[src/hdl/soc_bus_pkg.sv]
package soc_bus_pkg;

  ////////////////////
  // bus widths
  ////////////////////
  // byte address and data word of the peripheral bus
  localparam int CFG_ADDR_BITS = 16;
  localparam int CFG_DATA_BITS = 32;

  // region field that selects one slave slot
  localparam int CFG_REGION_MSB = 15;
  localparam int CFG_REGION_LSB = 12;
  localparam int CFG_REGION_BITS = CFG_REGION_MSB - CFG_REGION_LSB + 1;

  // register offset inside one region
  typedef logic [CFG_REGION_LSB-1:0] reg_off_t;

  ////////////////////
  // address map
  ////////////////////
  // region values, every other region is unmapped
  localparam int CFG_SLOT_PNP = 0;
  localparam int CFG_SLOT_GPIO = 1;
  localparam int CFG_SLOT_TIMER = 2;
  localparam int CFG_SLOT_IRQ = 3;
  localparam int CFG_SLV_TOTAL = 4;

  // device ids reported by the configuration table
  localparam int CFG_DEV_ID_BITS = 16;
  localparam logic [CFG_DEV_ID_BITS-1:0] DEV_ID_PNP = 16'h0071;
  localparam logic [CFG_DEV_ID_BITS-1:0] DEV_ID_GPIO = 16'h0060;
  localparam logic [CFG_DEV_ID_BITS-1:0] DEV_ID_TIMER = 16'h0010;
  localparam logic [CFG_DEV_ID_BITS-1:0] DEV_ID_IRQ = 16'h0011;

  // interrupt source ids, id 0 means no interrupt
  localparam int IRQ_ID_GPIO = 1;
  localparam int IRQ_ID_TIMER = 2;
  localparam int IRQ_ID_EXT = 3;
  localparam int CFG_IRQ_TOTAL = 4;
  localparam int CFG_IRQ_ID_BITS = $clog2(CFG_IRQ_TOTAL);

  ////////////////////
  // register offsets
  ////////////////////
  // configuration table, one device id word per slot from DEV_BASE on
  localparam reg_off_t PNP_REG_HW_ID = 12'h000;
  localparam reg_off_t PNP_REG_SLV_TOTAL = 12'h004;
  localparam reg_off_t PNP_REG_DEV_BASE = 12'h008;

  // gpio
  localparam reg_off_t GPIO_REG_IN = 12'h000;
  localparam reg_off_t GPIO_REG_OUT = 12'h004;
  localparam reg_off_t GPIO_REG_DIR = 12'h008;
  localparam reg_off_t GPIO_REG_IE = 12'h00C;
  localparam reg_off_t GPIO_REG_PEND = 12'h010;

  // machine timer
  localparam reg_off_t TIMER_REG_MTIME_LO = 12'h000;
  localparam reg_off_t TIMER_REG_MTIME_HI = 12'h004;
  localparam reg_off_t TIMER_REG_CMP_LO = 12'h008;
  localparam reg_off_t TIMER_REG_CMP_HI = 12'h00C;

  // interrupt controller
  localparam reg_off_t IRQ_REG_PENDING = 12'h000;
  localparam reg_off_t IRQ_REG_ENABLE = 12'h004;
  localparam reg_off_t IRQ_REG_CLAIM = 12'h008;

endpackage

[src/hdl/wb_slave_if.sv]
`timescale 1ns/1ns

// one wishbone classic link between the bus controller and a slave
interface wb_slave_if;
  import soc_bus_pkg::*;

  // request side, held stable by the master until ack
  logic cyc;
  logic stb;
  logic we;
  logic [CFG_ADDR_BITS-1:0] adr;
  logic [CFG_DATA_BITS-1:0] dat_w;

  // response side, registered inside the slave
  logic ack;
  logic [CFG_DATA_BITS-1:0] dat_r;

  // controller end
  modport master (
    output cyc, stb, we, adr, dat_w,
    input  ack, dat_r
  );

  // peripheral end
  modport slave (
    input  cyc, stb, we, adr, dat_w,
    output ack, dat_r
  );

endinterface

[src/hdl/wb_bus_ctrl.sv]
`timescale 1ns/1ns

module wb_bus_ctrl
(
  input  logic                                   i_sys_clk,
  input  logic                                   i_rst,
  // single master port
  input  logic                                   i_cyc,
  input  logic                                   i_stb,
  input  logic                                   i_we,
  input  logic [soc_bus_pkg::CFG_ADDR_BITS-1:0]  i_adr,
  input  logic [soc_bus_pkg::CFG_DATA_BITS-1:0]  i_dat,
  output logic [soc_bus_pkg::CFG_DATA_BITS-1:0]  o_dat,
  output logic                                   o_ack,
  output logic                                   o_err,
  // one link per slot
  wb_slave_if.master                             slaves [soc_bus_pkg::CFG_SLV_TOTAL]
);
  import soc_bus_pkg::*;

  logic [CFG_REGION_BITS-1:0] region;
  logic [CFG_SLV_TOTAL-1:0] sel;
  logic [CFG_SLV_TOTAL-1:0] ack_vec;
  logic [CFG_DATA_BITS-1:0] rdata_vec [CFG_SLV_TOTAL];
  logic hit;
  logic err_q;

  ////////////////////
  // region decode
  ////////////////////
  // upper address bits pick the slot
  assign region = i_adr[CFG_REGION_MSB:CFG_REGION_LSB];

  genvar g;
  generate
    for (g = 0; g < CFG_SLV_TOTAL; g++)
    begin : g_slot
      // slot number equals region value
      assign sel[g] = (region == CFG_REGION_BITS'(g));

      // cyc is broadcast, only the selected slot sees a strobe
      assign slaves[g].cyc = i_cyc;
      assign slaves[g].stb = i_stb & sel[g];
      assign slaves[g].we = i_we;
      assign slaves[g].adr = i_adr;
      assign slaves[g].dat_w = i_dat;

      // collect responses for the return mux
      assign ack_vec[g] = slaves[g].ack & sel[g];
      assign rdata_vec[g] = slaves[g].dat_r;
    end
  endgenerate

  // any mapped slot hit
  assign hit = |sel;

  ////////////////////
  // unmapped regions
  ////////////////////
  // err answers one cycle after the strobe, like a slave ack
  // the ~err_q term keeps it to a single cycle pulse
  always_ff @(posedge i_sys_clk)
  begin
    if (i_rst)
    begin
      err_q <= 1'b0;
    end
    else
    begin
      err_q <= i_cyc & i_stb & ~hit & ~err_q;
    end
  end

  assign o_err = err_q;

  ////////////////////
  // response mux
  ////////////////////
  // the address is held until the response, so sel is still valid here
  assign o_ack = |ack_vec;

  // read data from the selected slot, zero for an unmapped region
  always_comb
  begin
    o_dat = '0;
    for (int i = 0; i < CFG_SLV_TOTAL; i++)
    begin
      if (sel[i])
      begin
        o_dat = rdata_vec[i];
      end
    end
  end

endmodule

[src/hdl/wb_pnp.sv]
`timescale 1ns/1ns

module wb_pnp
#(
  parameter logic [soc_bus_pkg::CFG_DATA_BITS-1:0] HW_ID = 32'h20240001
)
(
  input  logic       i_sys_clk,
  input  logic       i_rst,
  wb_slave_if.slave  bus
);
  import soc_bus_pkg::*;

  reg_off_t offset;
  logic req;
  logic [CFG_DATA_BITS-1:0] rdata;
  logic [CFG_DEV_ID_BITS-1:0] dev_tab [CFG_SLV_TOTAL];

  // device ids in slot order
  assign dev_tab[CFG_SLOT_PNP] = DEV_ID_PNP;
  assign dev_tab[CFG_SLOT_GPIO] = DEV_ID_GPIO;
  assign dev_tab[CFG_SLOT_TIMER] = DEV_ID_TIMER;
  assign dev_tab[CFG_SLOT_IRQ] = DEV_ID_IRQ;

  assign offset = bus.adr[CFG_REGION_LSB-1:0];
  // new request, writes land here too and are simply dropped
  assign req = bus.cyc & bus.stb & ~bus.ack;

  // read-only table
  always_comb
  begin
    rdata = '0;
    if (offset == PNP_REG_HW_ID)
      rdata = HW_ID;
    else if (offset == PNP_REG_SLV_TOTAL)
      rdata = CFG_DATA_BITS'(CFG_SLV_TOTAL);
    else
    begin
      for (int i = 0; i < CFG_SLV_TOTAL; i++)
      begin
        if (offset == PNP_REG_DEV_BASE + reg_off_t'(4 * i))
          rdata = {{(CFG_DATA_BITS - CFG_DEV_ID_BITS){1'b0}}, dev_tab[i]};
      end
    end
  end

  // ack one cycle after the strobe
  always_ff @(posedge i_sys_clk)
  begin
    if (i_rst)
      bus.ack <= 1'b0;
    else
      bus.ack <= req;
  end

  always_ff @(posedge i_sys_clk)
  begin
    if (req)
      bus.dat_r <= rdata;
  end

endmodule

[src/hdl/wb_gpio.sv]
`timescale 1ns/1ns

module wb_gpio
#(
  parameter int GPIO_WIDTH = 12
)
(
  input  logic                   i_sys_clk,
  input  logic                   i_rst,
  wb_slave_if.slave              bus,
  input  logic [GPIO_WIDTH-1:0]  i_gpio,
  output logic [GPIO_WIDTH-1:0]  o_gpio,
  output logic [GPIO_WIDTH-1:0]  o_gpio_dir,
  output logic                   o_irq
);
  import soc_bus_pkg::*;

  reg_off_t offset;
  logic req;
  logic wr;
  logic [CFG_DATA_BITS-1:0] rdata;
  logic [GPIO_WIDTH-1:0] gpio_meta;
  logic [GPIO_WIDTH-1:0] gpio_sync;
  logic [GPIO_WIDTH-1:0] gpio_prev;
  logic [GPIO_WIDTH-1:0] out_q;
  logic [GPIO_WIDTH-1:0] dir_q;
  logic [GPIO_WIDTH-1:0] ie_q;
  logic [GPIO_WIDTH-1:0] pend_q;
  logic [GPIO_WIDTH-1:0] rise;
  logic [GPIO_WIDTH-1:0] pend_clr;

  assign offset = bus.adr[CFG_REGION_LSB-1:0];
  assign req = bus.cyc & bus.stb & ~bus.ack;
  assign wr = req & bus.we;

  // rising edge seen after the synchroniser
  assign rise = gpio_sync & ~gpio_prev;
  // write one to clear
  assign pend_clr = (wr && offset == GPIO_REG_PEND) ? bus.dat_w[GPIO_WIDTH-1:0] : '0;

  always_ff @(posedge i_sys_clk)
  begin
    if (i_rst)
    begin
      gpio_meta <= '0;
      gpio_sync <= '0;
      gpio_prev <= '0;
      out_q <= '0;
      dir_q <= '0;
      ie_q <= '0;
      pend_q <= '0;
      bus.ack <= 1'b0;
    end
    else
    begin
      // two flop synchroniser, then one more for the edge
      gpio_meta <= i_gpio;
      gpio_sync <= gpio_meta;
      gpio_prev <= gpio_sync;
      if (wr && offset == GPIO_REG_OUT)
        out_q <= bus.dat_w[GPIO_WIDTH-1:0];
      if (wr && offset == GPIO_REG_DIR)
        dir_q <= bus.dat_w[GPIO_WIDTH-1:0];
      if (wr && offset == GPIO_REG_IE)
        ie_q <= bus.dat_w[GPIO_WIDTH-1:0];
      // a new edge wins over a clear in the same cycle
      pend_q <= (pend_q & ~pend_clr) | rise;
      bus.ack <= req;
    end
  end

  ////////////////////
  // read mux
  ////////////////////
  always_comb
  begin
    rdata = '0;
    case (offset)
      GPIO_REG_IN:   rdata[GPIO_WIDTH-1:0] = gpio_sync;
      GPIO_REG_OUT:  rdata[GPIO_WIDTH-1:0] = out_q;
      GPIO_REG_DIR:  rdata[GPIO_WIDTH-1:0] = dir_q;
      GPIO_REG_IE:   rdata[GPIO_WIDTH-1:0] = ie_q;
      GPIO_REG_PEND: rdata[GPIO_WIDTH-1:0] = pend_q;
      default:       rdata = '0;
    endcase
  end

  always_ff @(posedge i_sys_clk)
  begin
    if (req)
      bus.dat_r <= rdata;
  end

  assign o_gpio = out_q;
  assign o_gpio_dir = dir_q;
  // level request while any enabled bit is pending
  assign o_irq = |(pend_q & ie_q);

endmodule

[src/hdl/wb_timer.sv]
`timescale 1ns/1ns

module wb_timer
(
  input  logic       i_sys_clk,
  input  logic       i_rst,
  wb_slave_if.slave  bus,
  output logic       o_mtip
);
  import soc_bus_pkg::*;

  reg_off_t offset;
  logic req;
  logic wr;
  logic [CFG_DATA_BITS-1:0] rdata;
  logic [63:0] mtime_q;
  logic [63:0] cmp_q;

  assign offset = bus.adr[CFG_REGION_LSB-1:0];
  assign req = bus.cyc & bus.stb & ~bus.ack;
  assign wr = req & bus.we;

  ////////////////////
  // counter and compare
  ////////////////////
  // free running, one tick per clock
  always_ff @(posedge i_sys_clk)
  begin
    if (i_rst)
    begin
      mtime_q <= '0;
    end
    else
    begin
      mtime_q <= mtime_q + 64'd1;
    end
  end

  // compare starts at all ones so no interrupt out of reset
  always_ff @(posedge i_sys_clk)
  begin
    if (i_rst)
    begin
      cmp_q <= '1;
    end
    else
    begin
      if (wr && offset == TIMER_REG_CMP_LO)
        cmp_q[31:0] <= bus.dat_w;
      if (wr && offset == TIMER_REG_CMP_HI)
        cmp_q[63:32] <= bus.dat_w;
    end
  end

  // halves are read separately, software handles the carry
  always_comb
  begin
    case (offset)
      TIMER_REG_MTIME_LO: rdata = mtime_q[31:0];
      TIMER_REG_MTIME_HI: rdata = mtime_q[63:32];
      TIMER_REG_CMP_LO:   rdata = cmp_q[31:0];
      TIMER_REG_CMP_HI:   rdata = cmp_q[63:32];
      default:            rdata = '0;
    endcase
  end

  // bus response
  always_ff @(posedge i_sys_clk)
  begin
    if (i_rst)
      bus.ack <= 1'b0;
    else
      bus.ack <= req;
  end

  always_ff @(posedge i_sys_clk)
  begin
    if (req)
      bus.dat_r <= rdata;
  end

  // Stays high until compare is moved past the counter.
  assign o_mtip = (mtime_q >= cmp_q);

endmodule

[src/hdl/wb_irq_ctrl.sv]
`timescale 1ns/1ns

module wb_irq_ctrl
(
  input  logic                                   i_sys_clk,
  input  logic                                   i_rst,
  wb_slave_if.slave                              bus,
  input  logic [soc_bus_pkg::CFG_IRQ_TOTAL-1:0]  i_irq,
  output logic                                   o_meip
);
  import soc_bus_pkg::*;

  reg_off_t offset;
  logic req;
  logic wr;
  logic claim_rd;
  logic [CFG_DATA_BITS-1:0] rdata;
  logic [CFG_IRQ_TOTAL-1:0] irq_prev;
  logic [CFG_IRQ_TOTAL-1:0] pend_q;
  logic [CFG_IRQ_TOTAL-1:0] en_q;
  logic [CFG_IRQ_TOTAL-1:0] pend_en;
  logic [CFG_IRQ_TOTAL-1:0] rise;
  logic [CFG_IRQ_TOTAL-1:0] claim_clr;
  logic [CFG_IRQ_ID_BITS-1:0] claim_id;

  assign offset = bus.adr[CFG_REGION_LSB-1:0];
  assign req = bus.cyc & bus.stb & ~bus.ack;
  assign wr = req & bus.we;
  assign claim_rd = req & ~bus.we & (offset == IRQ_REG_CLAIM);

  // sources are levels, only their rising edge is latched
  assign rise = i_irq & ~irq_prev;
  assign pend_en = pend_q & en_q;

  ////////////////////
  // claim
  ////////////////////
  // walk down so the lowest id is left in claim_id
  // id 0 is never a candidate
  always_comb
  begin
    claim_id = '0;
    for (int i = CFG_IRQ_TOTAL - 1; i > 0; i--)
    begin
      if (pend_en[i])
        claim_id = CFG_IRQ_ID_BITS'(i);
    end
  end

  // claimed id is dropped from pending with the same ack
  always_comb
  begin
    claim_clr = '0;
    if (claim_rd && claim_id != '0)
      claim_clr[claim_id] = 1'b1;
  end

  always_ff @(posedge i_sys_clk)
  begin
    if (i_rst)
    begin
      irq_prev <= '0;
      pend_q <= '0;
      en_q <= '0;
      bus.ack <= 1'b0;
    end
    else
    begin
      irq_prev <= i_irq;
      // fresh edge beats a claim in the same cycle
      pend_q <= (pend_q & ~claim_clr) | rise;
      if (wr && offset == IRQ_REG_ENABLE)
        en_q <= bus.dat_w[CFG_IRQ_TOTAL-1:0];
      bus.ack <= req;
    end
  end

  // read mux
  always_comb
  begin
    rdata = '0;
    case (offset)
      IRQ_REG_PENDING: rdata[CFG_IRQ_TOTAL-1:0] = pend_q;
      IRQ_REG_ENABLE:  rdata[CFG_IRQ_TOTAL-1:0] = en_q;
      IRQ_REG_CLAIM:   rdata[CFG_IRQ_ID_BITS-1:0] = claim_id;
      default:         rdata = '0;
    endcase
  end

  always_ff @(posedge i_sys_clk)
  begin
    if (req)
      bus.dat_r <= rdata;
  end

  // machine external interrupt to the hart
  assign o_meip = |pend_en;

endmodule

[src/hdl/periph_soc.sv]
`timescale 1ns/1ns

module periph_soc
#(
  parameter int GPIO_WIDTH = 12,
  parameter logic [soc_bus_pkg::CFG_DATA_BITS-1:0] HW_ID = 32'h20240001
)
(
  input  logic                                   i_sys_clk,
  input  logic                                   i_rst,
  // wishbone slave port seen by the cpu
  input  logic                                   i_wb_cyc,
  input  logic                                   i_wb_stb,
  input  logic                                   i_wb_we,
  input  logic [soc_bus_pkg::CFG_ADDR_BITS-1:0]  i_wb_adr,
  input  logic [soc_bus_pkg::CFG_DATA_BITS-1:0]  i_wb_dat,
  output logic [soc_bus_pkg::CFG_DATA_BITS-1:0]  o_wb_dat,
  output logic                                   o_wb_ack,
  output logic                                   o_wb_err,
  // pins
  input  logic [GPIO_WIDTH-1:0]                  i_gpio,
  output logic [GPIO_WIDTH-1:0]                  o_gpio,
  output logic [GPIO_WIDTH-1:0]                  o_gpio_dir,
  input  logic                                   i_ext_irq,
  // interrupts to the hart
  output logic                                   o_mtip,
  output logic                                   o_meip
);
  import soc_bus_pkg::*;

  logic w_irq_gpio;
  logic [CFG_IRQ_TOTAL-1:0] wb_irq_vec;

  wb_slave_if slv_if [CFG_SLV_TOTAL] ();

  ////////////////////
  // bus controller
  ////////////////////
  wb_bus_ctrl ctrl0 (
    .i_sys_clk(i_sys_clk), .i_rst(i_rst),
    .i_cyc(i_wb_cyc), .i_stb(i_wb_stb), .i_we(i_wb_we), .i_adr(i_wb_adr), .i_dat(i_wb_dat),
    .o_dat(o_wb_dat), .o_ack(o_wb_ack), .o_err(o_wb_err),
    .slaves(slv_if)
  );

  ////////////////////
  // slaves
  ////////////////////
  wb_pnp #(.HW_ID(HW_ID)) pnp0 (
    .i_sys_clk(i_sys_clk), .i_rst(i_rst), .bus(slv_if[CFG_SLOT_PNP])
  );

  wb_gpio #(.GPIO_WIDTH(GPIO_WIDTH)) gpio0 (
    .i_sys_clk(i_sys_clk), .i_rst(i_rst), .bus(slv_if[CFG_SLOT_GPIO]),
    .i_gpio(i_gpio), .o_gpio(o_gpio), .o_gpio_dir(o_gpio_dir), .o_irq(w_irq_gpio)
  );

  wb_timer timer0 (
    .i_sys_clk(i_sys_clk), .i_rst(i_rst), .bus(slv_if[CFG_SLOT_TIMER]), .o_mtip(o_mtip)
  );

  // interrupt vector, id 0 tied to ground
  assign wb_irq_vec[0] = 1'b0;
  assign wb_irq_vec[IRQ_ID_GPIO] = w_irq_gpio;
  assign wb_irq_vec[IRQ_ID_TIMER] = o_mtip;
  assign wb_irq_vec[IRQ_ID_EXT] = i_ext_irq;

  wb_irq_ctrl irq0 (
    .i_sys_clk(i_sys_clk), .i_rst(i_rst), .bus(slv_if[CFG_SLOT_IRQ]),
    .i_irq(wb_irq_vec), .o_meip(o_meip)
  );

endmodule

[config.mk]
export PLATFORM = sky130hd
export DESIGN_NAME = periph_soc
export DESIGN_NICKNAME = d
export VERILOG_FILES = /design/src/hdl/soc_bus_pkg.sv /design/src/hdl/wb_slave_if.sv /design/src/hdl/wb_bus_ctrl.sv /design/src/hdl/wb_pnp.sv /design/src/hdl/wb_gpio.sv /design/src/hdl/wb_timer.sv /design/src/hdl/wb_irq_ctrl.sv /design/src/hdl/periph_soc.sv
export SDC_FILE = /design/constraint.sdc
export NUM_CORES = 1
export LEC_CHECK = 0
export ABC_AREA = 1
export BUFFER_PORTS_ARGS = -buffer_cell sky130_fd_sc_hd__buf_2
export CAP_MARGIN = 0
export CORE_UTILIZATION = 65
export CTS_CLUSTER_DIAMETER = 150
export DETAILED_ROUTE_END_ITERATION = 7
export GPL_TIMING_DRIVEN = 0
export PLACE_DENSITY = 0.86
export RECOVER_POWER = 100
export SETUP_SLACK_MARGIN = 0.4
export SLEW_MARGIN = 20
export SYNTH_ARGS = -nofsm -noshare
export SYNTH_HDL_FRONTEND = slang
export SYNTH_SLANG_ARGS = --single-unit
[constraint.sdc]
create_clock -name i_sys_clk -period 6.82 [get_ports i_sys_clk]
set_clock_uncertainty 0.2 [all_clocks]
set_input_delay 1.364 -clock i_sys_clk [delete_from_list [all_inputs] [get_ports i_sys_clk]]
set_output_delay 1.364 -clock i_sys_clk [all_outputs]
set_load 0.05 [all_outputs]
==> impl_metrics.csv <==
group,metric,value,unit
die,dieHeight,152.9,µm
status,status,"finished with violations",
detailed_routing,wl,55.26,mm
die,initial_utilization,0.6701,
detailed_routing,dr.first_iter.drc_count,1947,
hold_path,hp-class,"register to register",
timing,grt_setup_unrepaired,"no",
timing,max_freq,179.7,MHz
worst_setup_path,cp_slowest_stage_delay,0.53,ns
grt,antenna_found_initial,0,
yosys,synth_nets,2006,
grt,grt_usage,0.4665,
die,io_pins,126,
clock_tree,ctsRootBufferMaster,"clkbuf_16",
yosys,syn_inst,1875,
worst_setup_path,end_kind,"output pin",
die,fp.dieW,152.9,µm
placement,dp_hpwl,40.28,mm
timing,finalSetupTns,0,ns
cells_and_area,final_cell_mix,"nand2_1 (359), inv_1 (326), dfxtp_1 (228)",
detailed_routing,drt_pre_antenna_iters,6,
yosys,avgSynthCellArea,7.896,µm²
clock_tree,path_clk_slew,0.06,ns
cells_and_area,final_common_cell,"nand2_1",
placement,place_congestion,1.039,
timing,tightest_slew,2.315,ns
grt,grt_max_degree,18,
die,num_rows,54,
clock_tree,hold_buffers,0,
yosys,syn_area,14810,µm²
status,violations,"max-capacitance violations, max-slew violations",
clock_tree,postCtsResizedCells,0,
grt,grt_overflow,0,
worst_setup_path,required,5.26,ns
timing,finalMaxSlewViolations,15,
cells_and_area,nNetsFinal,2160,
yosys,synth_ff_type,"dfxtp_1",
cells_and_area,n_antenna_cell,0,
timing,timing.final.crit_share,0.8161,
detailed_routing,vias,14900,
clock_tree,cts_sinks,281,
power_and_ir_drop,vdd_drop_max,0.0002511,V
worst_setup_path,worstPathArrival,4.00,ns
yosys,synth_edf_count,53,
yosys,synth_warnings,0,
grt,grt_pass1_vias,14360,
detailed_routing,via_per_inst,6.392,
clock_tree,cts_tree,"built",
yosys,ys_async_sr_fraction,0,
timing,min_period,5.566,ns
clock_tree,cts-buffers-inserted,29,
yosys,synth-seq-cells,281,
grt,grt_pass1_wl,82.61,mm
cells_and_area,fill_cells,1642,
power_and_ir_drop,total_power,3.534,mW
timing,finalHoldViolCount,0,
die,die_area,23380,µm²
clock_tree,h-tree-depth,1,
power_and_ir_drop,p_leak,7.510,nW
detailed_routing,routedWlPerCell,23.71,µm
die,core_area,22090,µm²
worst_setup_path,r2r_slack,2.80,ns
detailed_routing,ant_nets,0,
run,cap_violations,1,
clock_tree,cts_setup_buffers,0,
worst_setup_path,cp_max_fo,10,
timing,slew_headroom,-0.5551,
clock_tree,ctsLongestPathBuffers,3,
cells_and_area,drive_gt1_frac,0.09069,
worst_setup_path,crit_type,"primary input to output pin",
worst_setup_path,worst_path_max_delay_cell,"clkbuf_1",
worst_setup_path,startpoint_type,"primary input",
yosys,ys_seq_area_frac,0.4158,
detailed_routing,drc,0,
worst_setup_path,worst-path-buf-inv,5,
power_and_ir_drop,p_per_area,218.3,nW/µm²
cells_and_area,area_growth,9.364,%
clock_tree,worstSkewPairLatency,0.57,ns
placement,io_buffers,122,
yosys,ys_types,55,
timing,finalSetupViolations,0,
worst_setup_path,crit_family,"buffers and inverters",
worst_setup_path,crit_path_cell_trace,"buf_2, nor2_1, clkinv_1, nor2_1, nand2_1, inv_1, clkbuf_1, a22o_1, clkbuf_1",
## kinds of logic after synthesis
| group | count (synthesis) | share of synthesized area |
|---|---|---|
| buffers and inverters | 406 | 0.1121 |
| AND/OR/NAND/NOR | 724 | 0.2282 |
| AO/OA/AOI/OAI | 394 | 0.1860 |
| adder cells (fa/ha/maj) | 65 | 0.05493 |
| XOR/XNOR | 5 | 0.002958 |
| flip-flops | 281 | 0.4158 |
## worst reg2reg max path: cells and delay by family (launching register included)
kind | cells | cell delay (ns)
AOI/OAI and AO/OA | 1 | 0.15
buffers and inverters | 1 | 0.66
DFF | 1 | 0.32
and+or+nand+nor | 3 | 2.55
## Yosys cell counts, types with 6 or more instances
| master | count | share of area |
|---|---|---|
| a21oi_1 | 128 | 0.043 |
| a21oi_2 | 8 | 0.0047 |
| a22o_1 | 6 | 0.0035 |
| buf_1 | 6 | 0.0015 |
| buf_2 | 18 | 0.0061 |
| buf_4 | 13 | 0.0066 |
| buf_6 | 8 | 0.0061 |
| clkbuf_1 | 23 | 0.0058 |
| dfxtp_1 | 228 | 0.31 |
| edfxtp_1 | 53 | 0.11 |
| ha_1 | 65 | 0.055 |
| inv_1 | 323 | 0.082 |
| inv_2 | 13 | 0.0033 |
| nand2_1 | 352 | 0.089 |
| nand2_4 | 6 | 0.0046 |
| nand3_1 | 74 | 0.025 |
| nand3b_1 | 6 | 0.0030 |
| nand4_1 | 38 | 0.016 |
| nor2_1 | 150 | 0.038 |
| nor2_2 | 7 | 0.0030 |
| nor2_4 | 10 | 0.0076 |
| nor3_1 | 37 | 0.013 |
| o2111ai_1 | 9 | 0.0053 |
| o211ai_2 | 62 | 0.052 |
| o21ai_0 | 71 | 0.024 |
| o21ai_1 | 22 | 0.0074 |
| o221ai_1 | 28 | 0.017 |
| o22ai_1 | 39 | 0.016 |
| or2_0 | 6 | 0.0025 |
## flip-flops by register name, indices dropped and copies added, names as in the netlist
signal	count
gpio0.o_gpio	12
timer0.bus.dat_r	32
irq0.bus.ack	1
irq0.pend_q	4
ctrl0.o_err	1
timer0.cmp_q	64
pnp0.bus.ack	1
pnp0.bus.dat_r	5
timer0.mtime_q	64
gpio0.bus.dat_r	12
irq0.irq_prev	3
irq0.bus.dat_r	4
timer0.bus.ack	1
gpio0.gpio_meta	12
gpio0.gpio_prev	12
gpio0.bus.ack	1
gpio0.pend_q	12
gpio0.o_gpio_dir	12
gpio0.gpio_sync	12
irq0.en_q	4
gpio0.ie_q	12
## power breakdown
group | switching, mW | internal [mW] | leakage, nW
clock network | 0.694 | 0.986 | 0.499
registers | 0.0117 | 1.70 | 2.37
logic | 0.107 | 0.0346 | 4.64
total | 0.812 | 2.72 | 7.51
## stage by stage
stage	util	worst slack [ns]	hold slack (ns)	std cells	cell area, µm²
after global placement	0.7136	2.227	0.1899	2277	15770
after global routing	0.7329	1.071	0.2196	2331	16190
after CTS	0.7606	2.088	0.2047	2331	16800
after floorplan	-	2.288	0.1883	1875	14810
after detailed placement	0.7149	2.163	0.1936	2278	15790
final	0.7329	1.254	0.2033	2331	16190
## layer usage
layer / vias to the layer above / global-route usage / share of wire
met5: - / 0 / 0
met4: 0 / 0.2554 / 0.061
met3: 249 / 0.1162 / 0.13
met2: 1186 / 0.6957 / 0.42
met1: 6909 / 0.6221 / 0.38
li1: 6556 / - / -
## area by class of cell
class                           instances  area (µm²)  share of cell area
Clock buffer                           46       944.7             0.05834
Timing Repair Buffer                  123       539.3             0.03330
Buffer                                 68       315.3             0.01947
Inverter                              338        1272             0.07859
Clock inverter                          7       66.31            0.004096
Multi-Input combinational cell       1188        6548              0.4044
Sequential cell                       281        6156              0.3802
Tap cell                              280       350.3             0.02164
## worst paths after layout
check,start,end,cells after the start
setup / recovery,i_wb_adr[15],o_wb_dat[9],9
hold / removal,gpio0.gpio_meta[1]$_SDFF_PP0_,gpio0.gpio_sync[1]$_SDFF_PP0_,2
setup reg to reg,gpio0.bus.ack$_SDFF_PP0_,gpio0.o_gpio_dir[1]$_SDFFE_PP0P_,5
hold reg to reg,gpio0.gpio_meta[1]$_SDFF_PP0_,gpio0.gpio_sync[1]$_SDFF_PP0_,2
No activity file was read; power rests on OpenSTA's default activity.
